--- config.mk ---
export PLATFORM = sky130hd
export DESIGN_NAME = patch_sad
export DESIGN_NICKNAME = d
export VERILOG_FILES = /design/src/patch_pkg.sv /design/src/patch_sad.sv
export SDC_FILE = /design/constraint.sdc
export NUM_CORES = 1
export LEC_CHECK = 0
export BUFFER_PORTS_ARGS = -buffer_cell sky130_fd_sc_hd__buf_2
export CAP_MARGIN = 40
export CORE_MARGIN = 5
export CORE_UTILIZATION = 40
export DETAILED_ROUTE_END_ITERATION = 6
export GPL_TIMING_DRIVEN = 0
export PLACE_DENSITY = 0.7
export SLEW_MARGIN = 15
export SYNTH_ARGS = -nofsm -noshare
export SYNTH_HDL_FRONTEND = slang
export SYNTH_SLANG_ARGS = --single-unit
--- constraint.sdc ---
create_clock -name clk -period 8.1 [get_ports clk]
set_input_delay 0.81 -clock clk [delete_from_list [all_inputs] [get_ports clk]]
set_output_delay 0.81 -clock clk [all_outputs]
set_load 0.005 [all_outputs]
--- src/patch_pkg.sv ---
package patch_pkg;

    localparam int SRAM_ADDR_W = 9;                          // 512 words
    localparam int SRAM_WORD_W = 64;
    localparam int SRAM_LANES  = 8;
    localparam int BYTE_W      = SRAM_WORD_W / SRAM_LANES;   // Width of one lane
    localparam int WB_W        = 32;

    // Request on the SRAM read/write port
    typedef struct packed {
        logic                   csb;    // Chip select, active low
        logic                   web;    // Write enable, active low
        logic [SRAM_ADDR_W-1:0] addr;
        logic [SRAM_WORD_W-1:0] din;
        logic [SRAM_LANES-1:0]  wmask;  // One bit per byte lane
    } sram_wr_t;

    // Data word of a bus write: one byte for one lane
    typedef struct packed {
        logic [17:0] rsvd_hi;
        logic [2:0]  lane;       // Bits [13:11]
        logic [2:0]  rsvd_mid;
        logic [7:0]  lane_byte;  // Bits [7:0]
    } wb_wr_view_t;

    // Data word of a bus read: half select only
    typedef struct packed {
        logic [19:0] rsvd_hi;
        logic        half;       // Bit 11
        logic [10:0] rsvd_lo;
    } wb_rd_view_t;

    // Same bus word, decoded by direction
    typedef union packed {
        wb_wr_view_t wr;
        wb_rd_view_t rd;
    } wb_cmd_u;

endpackage

--- src/patch_sad.sv ---
module patch_sad #(
    parameter int DATA_WIDTH = 11,
    parameter int PATCH_SIZE = 5
) (
    input  logic                               clk,
    input  logic                               rst_n_i,
    input  logic                               sad_req_i,
    input  logic [patch_pkg::SRAM_ADDR_W-1:0]  sad_addr_i,
    input  logic [DATA_WIDTH*PATCH_SIZE-1:0]   sad_patch_i,
    input  logic [DATA_WIDTH*PATCH_SIZE-1:0]   rpatch1_i,
    output logic                               csb1_o,
    output logic [patch_pkg::SRAM_ADDR_W-1:0]  addr1_o,
    output logic                               sad_valid_o,
    output logic [DATA_WIDTH+2:0]              sad_o
);

    localparam int PW    = DATA_WIDTH * PATCH_SIZE;
    localparam int SAD_W = DATA_WIDTH + 3;

    logic [PW-1:0]    req_patch_q;  // Request patch, aligned with SRAM data
    logic             vld_q1;
    logic [SAD_W-1:0] sad_sum;

    function automatic logic [DATA_WIDTH-1:0] abs_diff(
        input logic [DATA_WIDTH-1:0] a,
        input logic [DATA_WIDTH-1:0] b
    );
        return (a > b) ? (a - b) : (b - a);
    endfunction

    // Stage 0 issues the port-1 read directly
    assign csb1_o  = !sad_req_i;
    assign addr1_o = sad_addr_i;

    always_ff @(posedge clk) begin
        if (sad_req_i) begin
            req_patch_q <= sad_patch_i;
        end
    end

    always_comb begin
        sad_sum = '0;
        for (int i = 0; i < PATCH_SIZE; i++) begin
            sad_sum = sad_sum + SAD_W'(abs_diff(rpatch1_i[i*DATA_WIDTH +: DATA_WIDTH],
                                                req_patch_q[i*DATA_WIDTH +: DATA_WIDTH]));
        end
    end

    always_ff @(posedge clk) begin
        if (!rst_n_i) begin
            vld_q1      <= 1'b0;
            sad_valid_o <= 1'b0;
        end else begin
            vld_q1      <= sad_req_i;
            sad_valid_o <= vld_q1;  // Two cycles after the request
        end
    end

    always_ff @(posedge clk) begin
        if (vld_q1) begin
            sad_o <= sad_sum;
        end
    end

endmodule

After elaboration in Yosys (flattened, before gate mapping)
Index checks and enable logic that the tools add are counted.
Word-level totals
  register bits after elaboration: 71
  input bits: 122
  output and inout port bits: 25
  logic and storage cells: 29
Cells by class
  add/sub/neg operators: 14
  order comparisons: 5
  muxes and demuxes: 5
  reductions and logical operators: 1
Operator list (count)
  11-bit subtractor: 10
  11-bit greater-than comparator: 5
  11-bit 2-to-1 mux: 5
  13-bit by 11-bit adder with 14-bit output: 1
  14-bit by 11-bit adder with 14-bit output: 1
  12-bit by 11-bit adder with 13-bit output: 1
  11-bit by 11-bit adder with 12-bit output: 1
  1-bit zero test: 1

Longest topological paths before layout
  depth in word-level cells: 6
  gate-level depth with buffers: 22
  depth with buffers taken out: 22

Least setup slack after synthesis
No wires, ideal clock.
  path type: input to register
  start point: input port rpatch1_i[14]
  end point: register sad_o[11] (data pin)
  setup time: 260 ps
  arrival: 5844 ps
  required time: 7840 ps
  setup slack: 1996 ps
  stages on the path: 22
  path buffers: 2
  cell sequence: inv_1 ha_1 buf_4 nand2_4 or4_4 and2_4 a31oi_2 buf_6 mux2_1 fa_1 inv_1 fa_1 fa_1 inv_1 ha_1 fa_1 a21o_1 a21oi_1 o211ai_1 a31o_1 a21oi_1 xnor2_1
On the way
  longest elaborated chain between the ends: 6
  elaborated cells between the ends (all ways): 8
  classes of those cells: add/sub: 6; order compare: 1; mux: 1
RTL lines
  start, declared: line patch_sad.sv:10  | input logic [DATA_WIDTH*PATCH_SIZE-1:0] rpatch1_i,
  11-bit subtractor / 11-bit greater-than comparator (equally long branches): line patch_sad.sv:28  | return (a > b) ? (a - b) : (b - a);
  11-bit 2-to-1 mux (*): line patch_sad.sv:28
  11-bit by 11-bit adder with 12-bit output (*): line patch_sad.sv:44  | sad_sum = sad_sum + SAD_W'(abs_diff(rpatch1_i[i*DATA_WIDTH +: DATA_WIDTH],
  12-bit by 11-bit adder with 13-bit output (*): line patch_sad.sv:44
  13-bit by 11-bit adder with 14-bit output (*): line patch_sad.sv:44
  14-bit by 11-bit adder with 14-bit output (*): line patch_sad.sv:44
  via sad_sum[11]: line patch_sad.sv:22  | logic [SAD_W-1:0] sad_sum;
  end signal, assigned: line patch_sad.sv:61  | sad_o <= sad_sum;
  end, declared: line patch_sad.sv:14  | output logic [DATA_WIDTH+2:0] sad_o
Mark *: on every way through the listed nets, which the timed path passes. The rest lies on a longest branch.
A chain may end at the register's enable or synchronous reset.

Worst setup path in the final report
  start point: input port rpatch1_i[26]
  end point: register sad_o[11] (data pin)
On the way
  longest elaborated chain between the ends: 5
  elaborated cells between the ends (all ways): 7
  classes of those cells: add/sub: 5; order compare: 1; mux: 1
RTL lines (line)
  11-bit subtractor / 11-bit greater-than comparator (equally long branches): patch_sad.sv:28
  11-bit 2-to-1 mux (*): patch_sad.sv:28
  12-bit by 11-bit adder with 13-bit output (*): patch_sad.sv:44
  13-bit by 11-bit adder with 14-bit output (*): patch_sad.sv:44
  14-bit by 11-bit adder with 14-bit output (*): patch_sad.sv:44
  via sad_sum[11]: patch_sad.sv:22
Marked as above.

==> results.md <==
* CTS Buf Count at 9
* Run status: completed
* Hold Vio Cnt, Final at 0
* Largest net degree at the start of global routing at 58
* Hold Path Depth at 1
* Post-Syn Instances at between 900 and 1000
* Final core utilization at 0.469
* CTS Root Cell: clkbuf_16
* Fin cells at 1334
* HP Start: sad_patch_i[18]
* FP Rows at 53
* Register area share after synthesis at 0.252
* Layout cells sized above 1 at 0.179
* Die Height at 155 um
* Peak supply drop at 413 uV
* Area grow syn2layout at 16.5%
* EDFF count, synth at 69
* Avg WL per Cell at 14.2 um
* Worst-Margin Slew at a little under 0.8 ns
* Worst-Skew Late Latency at roughly 0.35 ns
* CTS Buffer Depth at 2
* Fin crit period at 6.26 ns
* Initial Util at 0.402
* Worst hold path class: input port to flip-flop
* Synth cell types at 58
* Total power draw at 3.86 mW
* Final setup vio count at 0
* Normalized max-slew margin at 0.475
* Gpl congestion at approximately 0.88
* CP top delay family: adder cells
* 1st-pass router iterations at 4
* Leakage at 4.96 nW
* Post-Route WL at 18.9 mm
* Switch Pwr at 1.70 mW
* Post_cts resized at 0
* FF+latch count, synth at 71
* RSZ-0062 raised after global routing: false
* Top cell type's share of synthesized area at 0.247
* CTS clk-pin slew, worst paths at 0.06 ns
* Switch share at 0.440
* Postcts setup bufs at 0
* Post-synth top flop: edfxtp_1
* CP most frequent cell: fa_1
* CTS tree: built
* Port Buffers at approximately 140
* Setup TNS at 0 ns
* Largest area contributor in the synthesized netlist: edfxtp_1
* Core box area at 20800 um^2
* Antenna-violating nets left at 0
* Crit path from: rpatch1_i[26]
* Clock power frac at 0.124
* Half-perimeter wire length after placement at 15.9 mm
* Data required, critical path at 8.20 ns
* CP max stage delay at around 0.55 ns
* Setup Skew at 0.00726 ns
* GRT Total Usage at 0.159
* Vias at approximately 6500
* CP Depth at 23
* Max Fclk at 160 MHz
* Synthesized Nets at roughly 1200
* Nets at 1336
* RR Startpoint: req_patch_q[17]
* R2R depth at 20
* Gr ovfl total at 0
* Htree depth at 3
* Top area cells in the synthesized netlist: edfxtp_1 (25%), ha_1 (18%), fa_1 (10%)
* Vias in the first global route at approximately 6500
* DRC Markers at 0
* Crit-path cells: buf_2, inv_1, ha_1, buf_2, a21o_1, or3_1, o22ai_1, a2bb2oi_1, buf_4, mux2_1, fa_1, inv_1, fa_1, fa_1, inv_1, ha_1, fa_1, a21o_1, a21oi_1, o211ai_1, a31o_1, a21oi_1, xnor2_1
* Initial antenna violation count at 2
* Num ports at 147
* Setup CP Type: input port to flip-flop
* Yosys Warn Count at 0
* First DRT Iteration DRCs at approximately 290
* Placed cells at ~1300
* Max FO, Critical Path at 9
* Synth async-reset ratio at 0
* Worst Setup Start Kind: input port
* Critical path capture point type: flip-flop
* Tcrit/Tclk final at 0.773
* Max-cap violations at 0
* CP bufs+invs at 6
* Crit path arrival time at 6.36 ns
* Num Clock Sinks at a little over 70
* Critical path's slowest cell: fa_1
* Cell Area, Synth at around 8400 um^2
* Hold_buf cts at 0
* Routed vias/inst at 4.87
* Power per Cell Area at about 400 nW/um^2
* Hold Slack at 0.625 ns
* First-pass GRT wire length at about 31 mm
* Die area at 23900 um^2
* Logic pwr share at 0.706
* Seq pwr share at 0.170
* Final Slew Violations at 0
* Int Pwr at 2.16 mW
* Synth Area per Inst at 9.26 um^2
* Die W at 155 um
[cells in the mapped netlist, types with 2 or more instances]
| library cell | instances |
|---|---|
| o32ai_1 | 2 |
| buf_4 | 16 |
| a211o_1 | 7 |
| o21ai_0 | 23 |
| a211oi_1 | 6 |
| xnor2_1 | 31 |
| a2bb2oi_1 | 2 |
| and3_1 | 3 |
| nand3b_1 | 3 |
| nor4_1 | 3 |
| nand2_1 | 30 |
| o21ai_1 | 7 |
| nor2_1 | 39 |
| nand2b_1 | 22 |
| nor2b_1 | 6 |
| and2_1 | 5 |
| fa_1 | 42 |
| clkbuf_1 | 5 |
| and2_4 | 2 |
| a21o_1 | 28 |
| nor3_1 | 9 |
| dfxtp_1 | 2 |
| xor2_1 | 23 |
| mux2_1 | 4 |
| o211ai_1 | 10 |
| o22ai_1 | 6 |
| nand4_1 | 9 |
| buf_2 | 11 |
| nand3_1 | 14 |
| o21a_1 | 18 |
| a2111oi_0 | 2 |
| edfxtp_1 | 69 |
| a21oi_1 | 74 |
| buf_6 | 2 |
| or3_1 | 7 |
| ha_1 | 119 |
| mux2i_1 | 38 |
| a31oi_1 | 5 |
| o21bai_1 | 10 |
| inv_1 | 173 |
[logic make-up after synthesis]
logic type      Yosys count  synth area share
fa+ha+maj               161             0.278
xor+xnor                 54            0.0565
mux                      42            0.0508
simple gates            157            0.0960
buf+inv                 207             0.103
flops                    71             0.252
compound gates          213             0.163
[path summary, 6_finish.rpt]
kind | endpoint | slack (ns)
worst min-delay path | req_patch_q[18] | 0.63
worst max-delay path | sad_o[11] | 1.84
worst min register to register | sad_o[3] | 0.76
worst max register to register | sad_o[11] | 2.03
[registers in the layout (all words and copies together), names as in the netlist]
register and flops:
sad_valid_o 1, vld_q1 1, req_patch_q 55, sad_o 14
[cell usage in the layout, fill, tap and decap left out, drive strengths merged, types with 3 or more instances in the layout]
cell type / count
nor2: 39
a21o: 28
xnor2: 31
nand3: 14
nor2b: 6
o21ai: 30
a21oi: 74
o211ai: 10
nor3: 9
a211oi: 6
o22ai: 6
ha: 119
o21bai: 10
a211o: 7
nand4: 9
and3: 3
edfxtp: 69
mux2: 4
o21a: 18
clkinv: 3
nand2: 31
fa: 42
clkbuf: 14
nand2b: 22
a31oi: 6
bufinv: 3
nor4: 3
nand3b: 3
inv: 174
mux2i: 38
or3: 7
and2: 7
xor2: 23
buf: 166
[routing by layer]
layer,up-vias,part of all wire,global-route usage
met3,19,0.051,0.0339
li1,3365,-,-
met2,119,0.49,0.275
met4,4,0.016,0.0454
met5,-,0.0011,0
met1,2994,0.44,0.199
[worst reg2reg max path, stage by stage (launching register included)]
cell and delay (ns):
edfxtp_1 0.42, ha_1 0.43, nand3_1 0.17, or4_4 0.47, and2_4 0.18, a31oi_2 0.14
buf_6 0.18, mux2_1 0.38, fa_1 0.51, inv_1 0.08, fa_1 0.51, fa_1 0.55
inv_1 0.04, ha_1 0.22, fa_1 0.40, a21o_1 0.19, a21oi_1 0.28, o211ai_1 0.18
a31o_1 0.23, a21oi_1 0.18, xnor2_1 0.08
[metrics by stage]
stage,area (um^2),worst slack (ns)
2_1_floorplan,8380,2.00
3_3_place_gp,9410,1.50
3_5_place_dp,9410,1.48
4_1_cts,9760,1.83
5_1_grt,9760,1.56
6_report,9760,1.84
[layout make-up]
class / instances / area (um^2)
antenna: 1 / 2.50
buffer: 34 / 216
clock buffer: 9 / 225
clock inverter: 7 / 120
fill: 2046 / 11100
inverter: 173 / 649
multi-input combinational: 627 / 5400
sequential: 71 / 2110
tap: 275 / 344
timing repair buffer: 137 / 688
[power groups by stage]
stage	combinational (mW)	sequential, mW	clock (mW)
floorplan	2.16	0.663	0
global placement	2.66	0.664	0
detailed placement	2.73	0.667	0
CTS	2.74	0.659	0.489
global route	3.13	0.664	0.506
finish	2.72	0.658	0.478
Power figures use the tool's default switching activity.
